$ cat src/hdl/hbus_pkg.sv
// One clock domain only; command entries carry a full 32-bit word, with no strobes or bursts
package hbus_pkg;

  // Word address, used on APB and on the memory bus
  typedef logic [31:0] hbus_addr_t;

  // User data word and one memory beat
  typedef logic [31:0] hbus_word_t;
  typedef logic [15:0] hbus_beat_t;

  // Queued command entry, laid out as {direction, address, write data}
  typedef logic [64:0] hbus_cmd_t;

  // Direction bit values
  localparam logic CMD_READ  = 1'b1;
  localparam logic CMD_WRITE = 1'b0;

  // Memory beats that make up one word
  localparam int BEATS_PER_WORD = 2;

  typedef enum logic [1:0] {
    SER_IDLE,
    SER_WRITE,
    SER_READ
  } ser_state_t;

endpackage

$ cat src/hdl/hbus_apb_port.sv
// APB slave without pslverr or strobes; writes are posted, a read stalls its transfer until data returns
module hbus_apb_port import hbus_pkg::*; #(
  parameter int FIFO_DEPTH = 4
) (
  input  logic       clk,
  input  logic       hbus_rst,
  input  logic       psel_i,
  input  logic       penable_i,
  input  logic       pwrite_i,
  input  hbus_addr_t paddr_i,
  input  hbus_word_t pwdata_i,
  output hbus_word_t prdata_o,
  output logic       pready_o,
  output logic       cmd_valid_o,
  output hbus_cmd_t  cmd_o,
  input  logic       cmd_pop_i,
  input  hbus_word_t rdata_i,
  input  logic       rvalid_i
);

  logic       access;
  logic       fifo_full;
  logic       fifo_empty;
  logic       push;
  logic       wr_push;
  logic       rd_push;
  logic       rd_pending;
  logic       rd_done;
  hbus_cmd_t  new_cmd;

  // Access phase of an APB transfer
  assign access = psel_i && penable_i;

  // A write is posted as soon as there is room
  assign wr_push = access && pwrite_i && !fifo_full;

  // A read is queued once, then waits for its word
  assign rd_push = access && !pwrite_i && !rd_pending && !fifo_full;
  assign rd_done = access && !pwrite_i && rd_pending && rvalid_i;

  assign push = wr_push || rd_push;

  always_comb begin
    if (pwrite_i) begin
      new_cmd = {CMD_WRITE, paddr_i, pwdata_i};
    end else begin
      new_cmd = {CMD_READ, paddr_i, hbus_word_t'('0)};
    end
  end

  hbus_sync_fifo #(
    .FIFO_DEPTH (FIFO_DEPTH)
  ) cmd_fifo (
    .clk      (clk),
    .hbus_rst (hbus_rst),
    .push_i   (push),
    .pop_i    (cmd_pop_i),
    .din_i    (new_cmd),
    .dout_o   (cmd_o),
    .full_o   (fifo_full),
    .empty_o  (fifo_empty)
  );

  assign cmd_valid_o = !fifo_empty;

  // Set when the read is queued, cleared when its word comes back
  always_ff @(posedge clk or posedge hbus_rst) begin
    if (hbus_rst) begin
      rd_pending <= 1'b0;
    end else if (rd_push) begin
      rd_pending <= 1'b1;
    end else if (rvalid_i) begin
      rd_pending <= 1'b0;
    end
  end

  assign pready_o = wr_push || rd_done;

  // Read word is only sampled by the requester in the pready cycle
  assign prdata_o = rdata_i;

endmodule

$ cat src/hdl/hbus_arbiter.sv
// Round-robin between exactly two ports; grant is held from accept until done, no cross-port ordering
module hbus_arbiter import hbus_pkg::*; (
  input  logic       clk,
  input  logic       hbus_rst,
  input  logic       p0_cmd_valid_i,
  input  logic       p1_cmd_valid_i,
  input  hbus_cmd_t  p0_cmd_i,
  input  hbus_cmd_t  p1_cmd_i,
  output logic       p0_cmd_pop_o,
  output logic       p1_cmd_pop_o,
  output logic       p0_rvalid_o,
  output logic       p1_rvalid_o,
  output hbus_word_t rdata_o,
  output logic       req_valid_o,
  output hbus_cmd_t  req_cmd_o,
  input  logic       req_accept_i,
  input  logic       done_i,
  input  hbus_word_t rdata_i
);

  localparam int DIR_BIT = $bits(hbus_cmd_t) - 1;

  logic busy;
  logic grant;
  logic last_served;
  logic grant_is_read;
  logic pick;

  // When both wait, serve the port that did not go last
  always_comb begin
    if (p0_cmd_valid_i && p1_cmd_valid_i) begin
      pick = ~last_served;
    end else begin
      pick = p1_cmd_valid_i;
    end
  end

  assign req_valid_o = !busy && (p0_cmd_valid_i || p1_cmd_valid_i);
  assign req_cmd_o   = pick ? p1_cmd_i : p0_cmd_i;

  // Accept only happens while idle, so pick is still the chosen port
  assign p0_cmd_pop_o = req_accept_i && !pick;
  assign p1_cmd_pop_o = req_accept_i && pick;

  always_ff @(posedge clk or posedge hbus_rst) begin
    if (hbus_rst) begin
      busy          <= 1'b0;
      grant         <= 1'b0;
      last_served   <= 1'b1;
      grant_is_read <= 1'b0;
    end else if (req_accept_i) begin
      busy          <= 1'b1;
      grant         <= pick;
      grant_is_read <= (req_cmd_o[DIR_BIT] == CMD_READ);
    end else if (done_i) begin
      busy        <= 1'b0;
      last_served <= grant;
    end
  end

  // Done becomes rvalid for the owner, reads only
  assign p0_rvalid_o = done_i && grant_is_read && !grant;
  assign p1_rvalid_o = done_i && grant_is_read && grant;
  assign rdata_o     = rdata_i;

endmodule

$ cat src/hdl/hbus_serializer.sv
// Single-word transfers of two 16-bit beats, upper half first; no bursts and no busy handling
module hbus_serializer import hbus_pkg::*; (
  input  logic       clk,
  input  logic       hbus_rst,
  input  logic       req_valid_i,
  input  hbus_cmd_t  req_cmd_i,
  output logic       req_accept_o,
  output logic       done_o,
  output hbus_word_t rdata_o,
  output hbus_addr_t hbus_adr_o,
  output hbus_beat_t hbus_dat_o,
  input  hbus_beat_t hbus_dat_i,
  output logic       hbus_rrq_o,
  output logic       hbus_wrq_o,
  input  logic       hbus_ready_i,
  input  logic       hbus_valid_i
);

  localparam int WORD_W = $bits(hbus_word_t);
  localparam int BEAT_W = $bits(hbus_beat_t);
  localparam int CNT_W  = $clog2(BEATS_PER_WORD);
  localparam logic [CNT_W-1:0] BEAT_LAST = CNT_W'(BEATS_PER_WORD - 1);

  ser_state_t       state;
  logic [CNT_W-1:0] beat_cnt;
  hbus_word_t       tx_shift;
  hbus_word_t       rx_shift;
  logic             req_dir;
  hbus_addr_t       req_addr;
  hbus_word_t       req_data;
  logic             beat_step;
  logic             last_beat;

  assign {req_dir, req_addr, req_data} = req_cmd_i;

  assign req_accept_o = (state == SER_IDLE) && req_valid_i;

  // A beat moves when the memory takes or delivers it
  assign beat_step = ((state == SER_WRITE) && hbus_ready_i) ||
                     ((state == SER_READ) && hbus_valid_i);
  assign last_beat = beat_step && (beat_cnt == BEAT_LAST);

  // Requests follow the state, so they drop right after the final beat
  assign hbus_wrq_o = (state == SER_WRITE);
  assign hbus_rrq_o = (state == SER_READ);

  assign hbus_dat_o = tx_shift[WORD_W-1 -: BEAT_W];
  assign rdata_o    = rx_shift;

  always_ff @(posedge clk or posedge hbus_rst) begin
    if (hbus_rst) begin
      state    <= SER_IDLE;
      beat_cnt <= '0;
      done_o   <= 1'b0;
    end else begin
      done_o <= 1'b0;
      case (state)
        SER_IDLE: begin
          beat_cnt <= '0;
          if (req_accept_o) begin
            state <= (req_dir == CMD_READ) ? SER_READ : SER_WRITE;
          end
        end
        SER_WRITE, SER_READ: begin
          if (last_beat) begin
            // Word is complete, done lands in the next cycle
            state  <= SER_IDLE;
            done_o <= 1'b1;
          end else if (beat_step) begin
            beat_cnt <= beat_cnt + 1'b1;
          end
        end
        default: state <= SER_IDLE;
      endcase
    end
  end

  // Address and shift registers carry payload only
  always_ff @(posedge clk) begin
    if (req_accept_o) begin
      hbus_adr_o <= req_addr;
      tx_shift   <= req_data;
    end else if ((state == SER_WRITE) && beat_step) begin
      tx_shift <= tx_shift << BEAT_W;
    end
    if ((state == SER_READ) && beat_step) begin
      rx_shift <= {rx_shift[WORD_W-BEAT_W-1:0], hbus_dat_i};
    end
  end

endmodule

$ cat src/hdl/hbus_sync_fifo.sv
// Single-clock FIFO; push while full and pop while empty are ignored, FIFO_DEPTH must be 2 or more
module hbus_sync_fifo import hbus_pkg::*; #(
  parameter int FIFO_DEPTH = 4
) (
  input  logic      clk,
  input  logic      hbus_rst,
  input  logic      push_i,
  input  logic      pop_i,
  input  hbus_cmd_t din_i,
  output hbus_cmd_t dout_o,
  output logic      full_o,
  output logic      empty_o
);

  localparam int PTR_W = $clog2(FIFO_DEPTH);
  localparam int CNT_W = $clog2(FIFO_DEPTH + 1);
  localparam logic [PTR_W-1:0] PTR_LAST = PTR_W'(FIFO_DEPTH - 1);

  hbus_cmd_t        mem [FIFO_DEPTH];
  logic [PTR_W-1:0] wr_ptr;
  logic [PTR_W-1:0] rd_ptr;
  logic [CNT_W-1:0] count;
  logic             do_push;
  logic             do_pop;

  assign do_push = push_i && !full_o;
  assign do_pop  = pop_i && !empty_o;
  assign full_o  = (count == CNT_W'(FIFO_DEPTH));
  assign empty_o = (count == '0);

  // Head entry is always visible
  assign dout_o = mem[rd_ptr];

  always_ff @(posedge clk) begin
    if (do_push) begin
      mem[wr_ptr] <= din_i;
    end
  end

  always_ff @(posedge clk or posedge hbus_rst) begin
    if (hbus_rst) begin
      wr_ptr <= '0;
      rd_ptr <= '0;
      count  <= '0;
    end else begin
      // Pointers wrap by compare so any depth works
      if (do_push) begin
        wr_ptr <= (wr_ptr == PTR_LAST) ? '0 : wr_ptr + 1'b1;
      end
      if (do_pop) begin
        rd_ptr <= (rd_ptr == PTR_LAST) ? '0 : rd_ptr + 1'b1;
      end
      case ({do_push, do_pop})
        2'b10:   count <= count + 1'b1;
        2'b01:   count <= count - 1'b1;
        default: count <= count;
      endcase
    end
  end

endmodule

$ cat src/hdl/hbus_top.sv
// Two APB ports share one memory bus; the memory device itself sits outside this block
module hbus_top import hbus_pkg::*; #(
  parameter int FIFO_DEPTH = 4
) (
  input  logic       clk,
  input  logic       hbus_rst,
  input  logic       p0_psel_i,
  input  logic       p0_penable_i,
  input  logic       p0_pwrite_i,
  input  hbus_addr_t p0_paddr_i,
  input  hbus_word_t p0_pwdata_i,
  output hbus_word_t p0_prdata_o,
  output logic       p0_pready_o,
  input  logic       p1_psel_i,
  input  logic       p1_penable_i,
  input  logic       p1_pwrite_i,
  input  hbus_addr_t p1_paddr_i,
  input  hbus_word_t p1_pwdata_i,
  output hbus_word_t p1_prdata_o,
  output logic       p1_pready_o,
  output hbus_addr_t hbus_adr_o,
  output hbus_beat_t hbus_dat_o,
  input  hbus_beat_t hbus_dat_i,
  output logic       hbus_rrq_o,
  output logic       hbus_wrq_o,
  input  logic       hbus_ready_i,
  input  logic       hbus_valid_i
);

  logic       p0_cmd_valid;
  logic       p1_cmd_valid;
  hbus_cmd_t  p0_cmd;
  hbus_cmd_t  p1_cmd;
  logic       p0_cmd_pop;
  logic       p1_cmd_pop;
  logic       p0_rvalid;
  logic       p1_rvalid;
  hbus_word_t port_rdata;
  logic       req_valid;
  hbus_cmd_t  req_cmd;
  logic       req_accept;
  logic       ser_done;
  hbus_word_t ser_rdata;

  hbus_apb_port #(.FIFO_DEPTH(FIFO_DEPTH)) port0 (
    .clk (clk), .hbus_rst (hbus_rst),
    .psel_i (p0_psel_i), .penable_i (p0_penable_i), .pwrite_i (p0_pwrite_i),
    .paddr_i (p0_paddr_i), .pwdata_i (p0_pwdata_i),
    .prdata_o (p0_prdata_o), .pready_o (p0_pready_o),
    .cmd_valid_o (p0_cmd_valid), .cmd_o (p0_cmd), .cmd_pop_i (p0_cmd_pop),
    .rdata_i (port_rdata), .rvalid_i (p0_rvalid)
  );

  hbus_apb_port #(.FIFO_DEPTH(FIFO_DEPTH)) port1 (
    .clk (clk), .hbus_rst (hbus_rst),
    .psel_i (p1_psel_i), .penable_i (p1_penable_i), .pwrite_i (p1_pwrite_i),
    .paddr_i (p1_paddr_i), .pwdata_i (p1_pwdata_i),
    .prdata_o (p1_prdata_o), .pready_o (p1_pready_o),
    .cmd_valid_o (p1_cmd_valid), .cmd_o (p1_cmd), .cmd_pop_i (p1_cmd_pop),
    .rdata_i (port_rdata), .rvalid_i (p1_rvalid)
  );

  hbus_arbiter arbiter (
    .clk (clk), .hbus_rst (hbus_rst),
    .p0_cmd_valid_i (p0_cmd_valid), .p1_cmd_valid_i (p1_cmd_valid),
    .p0_cmd_i (p0_cmd), .p1_cmd_i (p1_cmd),
    .p0_cmd_pop_o (p0_cmd_pop), .p1_cmd_pop_o (p1_cmd_pop),
    .p0_rvalid_o (p0_rvalid), .p1_rvalid_o (p1_rvalid), .rdata_o (port_rdata),
    .req_valid_o (req_valid), .req_cmd_o (req_cmd), .req_accept_i (req_accept),
    .done_i (ser_done), .rdata_i (ser_rdata)
  );

  hbus_serializer serializer (
    .clk (clk), .hbus_rst (hbus_rst),
    .req_valid_i (req_valid), .req_cmd_i (req_cmd), .req_accept_o (req_accept),
    .done_o (ser_done), .rdata_o (ser_rdata),
    .hbus_adr_o (hbus_adr_o), .hbus_dat_o (hbus_dat_o), .hbus_dat_i (hbus_dat_i),
    .hbus_rrq_o (hbus_rrq_o), .hbus_wrq_o (hbus_wrq_o),
    .hbus_ready_i (hbus_ready_i), .hbus_valid_i (hbus_valid_i)
  );

endmodule

$ cat config.mk
export PLATFORM = sky130hd
export DESIGN_NAME = hbus_top
export DESIGN_NICKNAME = d
export VERILOG_FILES = /design/src/hdl/hbus_pkg.sv /design/src/hdl/hbus_apb_port.sv /design/src/hdl/hbus_arbiter.sv /design/src/hdl/hbus_serializer.sv /design/src/hdl/hbus_sync_fifo.sv /design/src/hdl/hbus_top.sv
export SDC_FILE = /design/constraint.sdc
export NUM_CORES = 1
export LEC_CHECK = 0
export BUFFER_PORTS_ARGS = -buffer_cell sky130_fd_sc_hd__buf_2
export CELL_PAD_IN_SITES_DETAIL_PLACEMENT = 2
export CELL_PAD_IN_SITES_GLOBAL_PLACEMENT = 2
export CORE_ASPECT_RATIO = 0.5
export CORE_UTILIZATION = 45
export CTS_CLUSTER_DIAMETER = 60
export DETAILED_ROUTE_END_ITERATION = 7
export PLACE_DENSITY = 0.77
export SLEW_MARGIN = 20
export SYNTH_ARGS = -nofsm -noshare
export SYNTH_HDL_FRONTEND = slang
export SYNTH_SLANG_ARGS = --single-unit
$ cat constraint.sdc
create_clock -name clk -period 3.77 [get_ports clk]
set_input_delay 0.1885 -clock clk [delete_from_list [all_inputs] [get_ports clk]]
set_output_delay 0.1885 -clock clk [all_outputs]
set_load 0.005 [all_outputs]
==> impl_metrics.tcl, run 1 <==
set metrics [dict create \
    grt_pass1_wl_um 119000 \
    core_area_mm2 0.0541 \
    vdd_drop_max_mv 0.402 \
    rr_endpoint "port0.cmd_fifo.count[2]$_DFFE_PP0P_" \
    synthDistinctLibCells 40 \
    area_growth_syn_to_layout_pct 19.5 \
    synth_top_family_by_area "multiplexers" \
    tightest_slew_ns 1.15 \
    chipWidth_um 334 \
    crit_slowest_cell "nor3_1" \
    synth_compound_area_share_pct 1.51 \
    worstSkewPairLatency_ns 0.63 \
    fin_skew_ns 0.0501 \
    holdBufCountCts 113 \
    maxCapViolCount 0 \
    n_fill_cell 4623 \
    slew_headroom_pct 22.5 \
    grt_pass1_vias 14900 \
    start_util_pct 45.8 \
    final.setup.tns_ns 0 \
    dp_cells 2089 \
    finalCoreUtilization_pct 54.7 \
    hold_slack_ns 0.0256 \
    cts_sinks 640 \
    drive_gt1_share_pct 35.6 \
    final.setup.worst_slack_ns 0.0695 \
    routedWlPerCell_um 36.7 \
    place_congestion 0.758 \
    cpMostUsedCell "xor2_1" \
    startpoint_type "flop" \
    arrival_ns 4.22 \
    design.die.area_mm2 0.0560 \
    crit_path_max_fanout 17 \
    end_kind "flop" \
    leakagePower_nw 10.2 \
    drc 0 \
    antenna_found_initial 4 \
    r2r_slack_ns 0.07 \
    timing.rr.start "port1.cmd_fifo.count[1]$_DFFE_PP0P_" \
    dp_hpwl_um 49700 \
    timing.fmax_mhz 270 \
    vias_per_cell 5.93 \
    synth_top_area_share_pct 74.7 \
    synth_fa_ha_area_share_pct 0.970 \
    synth-seq-area-share_pct 77.2 \
    ant_nets 0 \
    placed_cell_area_mm2 0.0268 \
    htreeDepth 2 \
    die_h_um 168 \
    routed_wl_um 84500 \
    synth_area_leader_cell "edfxtp_1" \
    first_iter_violations 1473 \
    syn_area_mm2 0.0248 \
    muxShareOfSynthArea_pct 14.4 \
    drv_slew 0 \
    total_power_mw 19.3 \
    grt-ovfl-total 0 \
    pre_cts_slack_ns 0.414 \
    avgSynthCellArea_um2 21.2 \
    worstSetupPathType "reg -> reg" \
    cts_root_buf "clkbuf_16" \
    hold_class "in -> reg" \
    slowest_delay_ns 0.94 \
    grt.total_usage_pct 30.5 \
    ys_warn_count 0 \
    post_cts_resize_count 0 \
    ios 270 \
    hold_violations 0 \
    cts_max_path_buffers 3 \
    startpoint "port1.cmd_fifo.count[1]$_DFFE_PP0P_" \
    grt_max_degree 66 \
    path_cells "nor3_1 -> o2111ai_1 -> clkinv_1 -> ha_1 -> inv_1 -> fa_1 -> xor2_1 -> nor2_1 -> xor2_1" \
    synth_xor_area_share_pct 0.212 \
    syn_inst 1167 \
    ys_seq_elements 640 \
    rsz0062_at_grt "no" \
    fin_area_mm2 0.0296 \
    p_per_area_mw_per_mm2 653 \
    setup_violations 0 \
    outcome "complete, no violations" \
    min_period_over_period_pct 98.2 \
    crit_end "port0.cmd_fifo.count[2]$_DFFE_PP0P_" \
    ff2ff_path_depth 9 \
    row_count 60 \
    port_buffers 269 \
    post-route-min-period_ns 3.70 \
    cp.required_ns 4.29 \
    yosys.area_share.simple_pct 2.78 \
    cts_tree "yes" \
    postCtsSetupBuffers 0 \
    cts_buffers 55 \
    path_clk_slew_ns 0.08 \
    syn_nets 1339 \
    nets 1718 \
    via_count 13700 \
    finalNonFillerCells 2303 \
    synthTopCellsByArea "edfxtp_1, mux4_2, dfrtp_1, and2_1, mux2_2" \
    first_pass_iters 6 \
]
==> where the power goes <==
| group | switching, mW | internal (mW) | total (mW) |
|---|---|---|---|
| logic | 2.30 | 2.04 | 4.35 |
| clock network | 2.89 | 2.87 | 5.76 |
| registers | 0.674 | 8.53 | 9.21 |
==> cell type report <==
cell class	count	area, um^2	share of cell area [%]
repair buffers	419	2830	9.57
clock buffers	74	1470	4.96
well taps	713	892	3.02
flip-flops and latches	640	19100	64.6
inverters	39	146	0.495
multi-input cells	391	4960	16.8
diodes	1	2.50	0.00846
clock inverters	26	170	0.575
==> worst min-delay path by stage <==
stage                          from                                   to  depth (start not counted)
CTS                 p1_pwdata_i[18]  port1.cmd_fifo.mem[3][18]$_DFFE_PP_                          2
floorplan                  hbus_rst             arbiter.busy$_DFFE_PP0P_                          1
detailed placement   hbus_dat_i[10]     serializer.rdata_o[10]$_DFFE_PP_                          1
finish              p1_pwdata_i[15]  port1.cmd_fifo.mem[1][15]$_DFFE_PP_                          2
global placement     hbus_dat_i[11]     serializer.rdata_o[11]$_DFFE_PP_                          1
global route        p1_pwdata_i[20]  port1.cmd_fifo.mem[3][20]$_DFFE_PP_                          2
==> routing by layer <==
layer | global-route usage [%] | vias up | share of wire, %
li1 | - | 5386 | -
met4 | 9.55 | 0 | 3.1
met1 | 38.4 | 7456 | 38
met2 | 54.1 | 677 | 52
met5 | 0 | - | 0
met3 | 5.40 | 147 | 6.2
==> synthesized netlist by cell type <==
master	instances
edfxtp_1	616
mux4_2	130
and2_1	73
buf_4	51
mux2_2	39
inv_1	38
clkbuf_1	27
nor2_1	26
dfrtp_1	23
a21oi_1	21
mux2i_1	18
ha_1	16
o2bb2ai_1	16
buf_2	15
nand2_1	9
o21ai_0	5
a21o_1	4
xor2_1	4
and3_1	3
nand3_1	3
nor3_1	3
o31ai_1	3
a22o_1	2
buf_6	2
fa_1	2
o221ai_1	2
or3b_2	2
xnor2_1	2
a21boi_0	1
buf_1	1
clkbuf_2	1
clkinv_1	1
dfstp_2	1
mux2_4	1
nand2b_1	1
nand3b_1	1
nor2b_1	1
o2111ai_1	1
or2_4	1
or3_1	1
==> kinds of logic (layout without fill, tap and decap cells) <==
logic type      after synthesis  count (layout)
other cells                   0               1
xor+xnor                      6               6
mux                         188             188
simple gates                124             124
compound gates               55              55
buf+inv                     136             558
fa+ha+maj                    18              18
flops                       640             640
==> worst max-delay path: cells and delay by family (launching register included) <==
kind | cells | cell delay (ns)
flip-flops | 1 | 0.44
AND/OR/NAND/NOR | 2 | 1.11
buffers and inverters | 2 | 0.56
AO/OA/AOI/OAI | 1 | 0.43
XOR/XNOR | 2 | 0.36
adder cells (fa/ha/maj) | 2 | 0.71
==> state kept, by name, indices dropped and copies added (netlist names), 2 cells and up <==
name and flops:
port0.cmd_fifo.count 3, port0.cmd_fifo.mem 260, port0.cmd_fifo.rd_ptr 2, port0.cmd_fifo.wr_ptr 2, port1.cmd_fifo.count 3, port1.cmd_fifo.mem 260, port1.cmd_fifo.rd_ptr 2, port1.cmd_fifo.wr_ptr 2
serializer.hbus_adr_o 32, serializer.rdata_o 32, serializer.state 2, serializer.tx_shift 32
==> layout by cell type, fill, tap and decap left out, types with 17 or more instances in the layout <==
cell / netlist / routed
buf_2: 15 / 269
dfrtp_1: 23 / 19
clkbuf_16: 0 / 55
mux2_2: 39 / 39
a21oi_1: 21 / 20
mux4_2: 130 / 130
and2_1: 73 / 65
clkbuf_1: 27 / 17
dlygate4sd3_1: 0 / 113
buf_4: 51 / 31
mux2i_1: 18 / 18
inv_1: 38 / 37
edfxtp_1: 616 / 616
nor2_1: 26 / 26
Note: power is estimated with default switching activity, not from simulation.
==> run 2, diff against run 1 <==
- SETUP_SLACK_MARGIN: default -> 0.2
==> run 2 against run 1 <==
Compared with the run above: flip-flop and latch count unchanged; combinational power about the same; clock power about the same; count of clock-buffer cells in the layout unchanged; power increased by 0.11%; register-to-register slack improved by 0.35 ns; sequential power about the same; hold slack got worse by 0.0018 ns; utilization about the same; largest power group unchanged; highest routed layer unchanged.
==> impl_metrics.tcl, run 2 (synthesis results as in run 1) <==
set metrics [dict create \
    startpoint "port0.cmd_fifo.count[0]$_DFFE_PP0P_" \
    cp_top_family "adder cells" \
    vias_per_cell 5.94 \
    antenna_found_initial 4 \
    nets 1718 \
    dp_hpwl_um 49700 \
    design.die.area_mm2 0.0560 \
    routed_wl_um 84600 \
    min_period_over_period_pct 88.8 \
    p_sw_mw 5.88 \
    place_congestion 0.758 \
    grt.total_usage_pct 30.5 \
    r2r_slack_ns 0.42 \
    drive_gt1_share_pct 35.7 \
    hold_violations 0 \
    hold_slack_ns 0.0238 \
    hold_class "in -> reg" \
    leakagePower_nw 10.2 \
    end_kind "flop" \
    post-route-min-period_ns 3.35 \
    min_from "p1_pwdata_i[15]" \
    path_clk_slew_ns 0.07 \
    crit_buf_inv 2 \
    chipWidth_um 334 \
    worstSetupPathType "reg -> reg" \
    ant_nets 0 \
    cts_buffers 55 \
    arrival_ns 3.83 \
    port_buffers 269 \
    timing.rr.start "port0.cmd_fifo.count[0]$_DFFE_PP0P_" \
    final_common_cell "edfxtp_1" \
    setup_violations 0 \
    drc 0 \
    seq_area_mm2 0.0191 \
    htreeDepth 2 \
    outcome "complete, no violations" \
    cp.required_ns 4.25 \
    vdd_drop_max_mv 0.401 \
    worstSkewPairLatency_ns 0.63 \
    first_pass_iters 6 \
    core_area_mm2 0.0541 \
    die_h_um 168 \
    final_cell_mix "edfxtp_1, buf_2, mux4_2" \
    slew_headroom_pct 29.8 \
    via_count 13700 \
    cts_tree "yes" \
    tightest_slew_ns 1.05 \
    n_fill_cell 4625 \
    multiInputGateArea_mm2 0.00496 \
    clockPowerShare_pct 29.8 \
    path_cells "or3_1 -> o2111ai_1 -> clkinv_1 -> ha_1 -> inv_1 -> fa_1 -> mux2i_1" \
    cts_max_path_buffers 3 \
    row_count 60 \
    ios 270 \
    fin_skew_ns 0.0503 \
    pre_cts_slack_ns 0.414 \
    grt_pass1_wl_um 119000 \
    seqPwrFrac_pct 47.6 \
    timing.fmax_mhz 299 \
    swShare_pct 30.4 \
    maxCapViolCount 0 \
    p_comb_share_pct 22.5 \
    postCtsSetupBuffers 0 \
    grt_pass1_vias 14900 \
    drv_slew 0 \
    final.setup.worst_slack_ns 0.424 \
    finalCoreUtilization_pct 54.7 \
    crit_path_max_fanout 17 \
    start_util_pct 45.8 \
    routedWlPerCell_um 36.7 \
    first_iter_violations 1452 \
    startpoint_type "flop" \
    rsz0062_at_grt "no" \
    area_growth_syn_to_layout_pct 19.5 \
    cts_root_buf "clkbuf_16" \
    p_per_area_mw_per_mm2 653 \
    slowest_delay_ns 0.66 \
    grt-ovfl-total 0 \
    final.setup.tns_ns 0 \
    grt_max_degree 66 \
    cts_sinks 640 \
    p_int_mw 13.5 \
    crit_slowest_cell "clkinv_1" \
    reg_top3 "port0.cmd_fifo.mem x260, port1.cmd_fifo.mem x260" \
]
run 2: cell type report:
| cell class | count | area share, % |
|---|---|---|
| clock inverters | 26 | 0.575 |
| clock buffers | 74 | 4.96 |
| diodes | 1 | 0.00846 |
| repair buffers | 419 | 9.57 |
| inverters | 39 | 0.495 |
| flip-flops and latches | 640 | 64.6 |
| well taps | 713 | 3.02 |
| multi-input cells | 391 | 16.8 |
run 2: path summary, 6_finish.rpt:
path / end / depth (start not counted)
max in group asynchronous: port0.cmd_fifo.rd_ptr[0]$_DFFE_PP0P_ / 3
max reg2reg: port0.cmd_fifo.count[1]$_DFFE_PP0P_ / 7
min: port1.cmd_fifo.mem[1][15]$_DFFE_PP_ / 2
min in group asynchronous: port1.cmd_fifo.rd_ptr[1]$_DFFE_PP0P_ / 3
min reg2reg: serializer.rdata_o[30]$_DFFE_PP_ / 0
max: port0.cmd_fifo.count[1]$_DFFE_PP0P_ / 7
run 2: worst reg2reg max path: stages, from the launching register on:
cell and delay (ns):
dfrtp_1 0.46, or3_1 0.51, o2111ai_1 0.31, clkinv_1 0.67, ha_1 0.48, inv_1 0.10, fa_1 0.44, mux2i_1 0.27
run 2: metal layers:
| metal | GRT usage, % | share of wire [%] |
|---|---|---|
| met5 | 0 | 0 |
| met4 | 9.55 | 3.0 |
| met2 | 54.1 | 52 |
| met1 | 38.4 | 38 |
| met3 | 5.40 | 6.3 |
run 2: per-stage QoR:
step           power, mW  cell area (um^2)  cells
2_1_floorplan       11.8             24800   1167
3_3_place_gp        12.9             26800   2089
3_5_place_dp        13.4             26800   2089
4_1_cts             19.2             29600   2302
5_1_grt             19.8             29600   2303
6_report            19.3             29600   2303
run 2: what timing repair did:
| action | CTS | global route |
|---|---|---|
| resized for setup | 0 | 1 |
| setup endpoints to repair | 0 | 1 |
| endpoints found under the hold margin | 402 | 0 |
| hold buffers | 113 | 0 |
run 2: power groups by stage:
stage / clock network, mW / logic (mW) / registers (mW)
6_report: 5.77 / 4.35 / 9.21
2_1_floorplan: 0 / 2.96 / 8.85
5_1_grt: 6.00 / 4.56 / 9.26
3_5_place_dp: 0 / 4.11 / 9.31
3_3_place_gp: 0 / 3.73 / 9.20
4_1_cts: 5.72 / 4.33 / 9.19
==> run 3, diff against run 2 <==
- HOLD_SLACK_MARGIN: default -> 0.12
==> run 3 against run 2 <==
Compared with the run above: die area unchanged; via count increased by 2.6%; critical path type unchanged; sequential power about the same; largest cell class unchanged; critical endpoint unchanged; clock power increased by 0.9%; largest power group unchanged.
==> impl_metrics.tcl, run 3 (synthesis results as in run 1) <==
set metrics [dict create \
    outcome "complete, no violations" \
    cts_root_buf "clkbuf_16" \
    ant_nets 0 \
    antenna_found_initial 7 \
    core_area_mm2 0.0541 \
    cts_buffers 55 \
    fin_skew_ns 0.0391 \
    final.setup.tns_ns 0 \
    leakagePower_nw 10.4 \
    pre_cts_slack_ns 0.414 \
    end_kind "flop" \
    worstSkewPairLatency_ns 0.63 \
    reg_top3 "port0.cmd_fifo.mem x260, port1.cmd_fifo.mem x260" \
    seq_area_mm2 0.0191 \
    first_iter_violations 1517 \
    startpoint_type "flop" \
    area_growth_syn_to_layout_pct 21.0 \
    multiInputGateArea_mm2 0.00496 \
    drv_slew 0 \
    total_power_mw 19.5 \
    nets 1754 \
    grt.total_usage_pct 31.6 \
    final_cell_mix "edfxtp_1, buf_2, dlygate4sd3_1" \
    postCtsSetupBuffers 0 \
    first_pass_iters 5 \
    row_count 60 \
    min_period_over_period_pct 92.9 \
    drc 0 \
    cts_sinks 640 \
    path_clk_slew_ns 0.09 \
    routed_wl_um 87400 \
    final.setup.worst_slack_ns 0.270 \
    rsz0062_at_grt "no" \
    crit_path_max_fanout 17 \
    timing.rr.start "port0.cmd_fifo.count[1]$_DFFE_PP0P_" \
    holdPathStages 2 \
    timing.fmax_mhz 286 \
    finalCoreUtilization_pct 55.4 \
    hold_end "port0.cmd_fifo.mem[3][26]$_DFFE_PP_" \
    grt_pass1_vias 15200 \
    rr_endpoint "port0.cmd_fifo.count[1]$_DFFE_PP0P_" \
    setup_violations 0 \
    fin_area_mm2 0.0299 \
    ios 270 \
    arrival_ns 3.98 \
    maxCapViolCount 0 \
    htreeDepth 2 \
    drive_gt1_share_pct 35.0 \
    routedWlPerCell_um 37.4 \
    cts_max_path_buffers 3 \
    die_h_um 168 \
    p_per_area_mw_per_mm2 651 \
    via_count 14000 \
    final_common_cell "edfxtp_1" \
    grt_max_degree 66 \
    grt-ovfl-total 0 \
    min_from "p0_pwdata_i[26]" \
    vias_per_cell 6.00 \
    n_fill_cell 4588 \
    port_buffers 269 \
    tightest_slew_ns 0.764 \
    r2r_slack_ns 0.27 \
    design.die.area_mm2 0.0560 \
    grt_pass1_wl_um 122000 \
    ff2ff_path_depth 7 \
    cts_tree "yes" \
    chipWidth_um 334 \
    hold_violations 0 \
    dp_hpwl_um 49700 \
    place_congestion 0.758 \
    start_util_pct 45.8 \
    post-route-min-period_ns 3.50 \
    cp.required_ns 4.25 \
    slew_headroom_pct 49.0 \
    worstSetupPathType "reg -> reg" \
    vdd_drop_max_mv 0.401 \
    placed_cell_area_mm2 0.0268 \
    hold_class "in -> reg" \
]
run 3: cell count changes in the layout (fill, tap and decap cells not counted):
| cell | previous run | this run |
|---|---|---|
| clkinv_1 | 13 | 12 |
| dlygate4sd3_1 | 113 | 149 |
| inv_2 | 0 | 1 |
run 3: layout make-up:
type | instances | share of cell area, %
Multi-Input combinational cell | 391 | 16.6
Timing Repair Buffer | 455 | 10.7
Clock buffer | 74 | 4.90
Clock inverter | 26 | 0.568
Inverter | 39 | 0.489
Antenna cell | 1 | 0.00836
Sequential cell | 640 | 63.8
Tap cell | 713 | 2.98
run 3: worst max-delay path: stages, from the launching register on:
cell and delay (ns):
dfrtp_1 0.49, or3_1 0.49, o2111ai_1 0.31, clkinv_1 0.70
ha_1 0.49, inv_1 0.10, fa_1 0.44, mux2i_1 0.33
run 3: layer usage:
layer	part of all wire (%)	GRT usage, %	up-vias
li1	-	-	5442
met1	39	40.6	7676
met2	52	55.0	748
met3	6.4	5.32	170
met4	3.3	10.6	2
met5	0.023	0	-
run 3: how the worst max path moves through the flow:
stage,slack (ns),startpoint,endpoint,cells past startpoint
3_3_place_gp,0.91,port1.cmd_fifo.count[2]$_DFFE_PP0P_,port0.cmd_fifo.count[2]$_DFFE_PP0P_,9
3_5_place_dp,0.41,port1.cmd_fifo.count[2]$_DFFE_PP0P_,port0.cmd_fifo.count[2]$_DFFE_PP0P_,9
2_1_floorplan,0.78,port1.cmd_fifo.count[2]$_DFFE_PP0P_,port1.cmd_fifo.mem[0][0]$_DFFE_PP_,4
4_1_cts,0.22,port1.cmd_fifo.count[1]$_DFFE_PP0P_,port0.cmd_fifo.count[2]$_DFFE_PP0P_,9
6_report,0.27,port0.cmd_fifo.count[1]$_DFFE_PP0P_,port0.cmd_fifo.count[1]$_DFFE_PP0P_,7
5_1_grt,0.21,port0.cmd_fifo.count[0]$_DFFE_PP0P_,port0.cmd_fifo.count[1]$_DFFE_PP0P_,7
run 3: power breakdown:
part / total, mW / switching [mW] / internal, mW
clock: 5.82 / 2.95 / 2.87
combinational: 4.45 / 2.37 / 2.08
sequential: 9.23 / 0.699 / 8.53
total: 19.5 / 6.02 / 13.5
run 3: repair_timing:
action                                 in CTS  in global routing
hold buffers                              149                  0
gates resized for setup                     0                  1
setup endpoints to repair                   0                  2
endpoints found under the hold margin     550                  0
run 3: per-stage QoR:
| step | hold WS [ns] | std cells |
|---|---|---|
| floorplan | 0.202 | 1167 |
| global placement | 0.364 | 2089 |
| detailed placement | 0.369 | 2089 |
| CTS | 0.125 | 2338 |
| global route | 0.151 | 2338 |
| finish | 0.167 | 2339 |
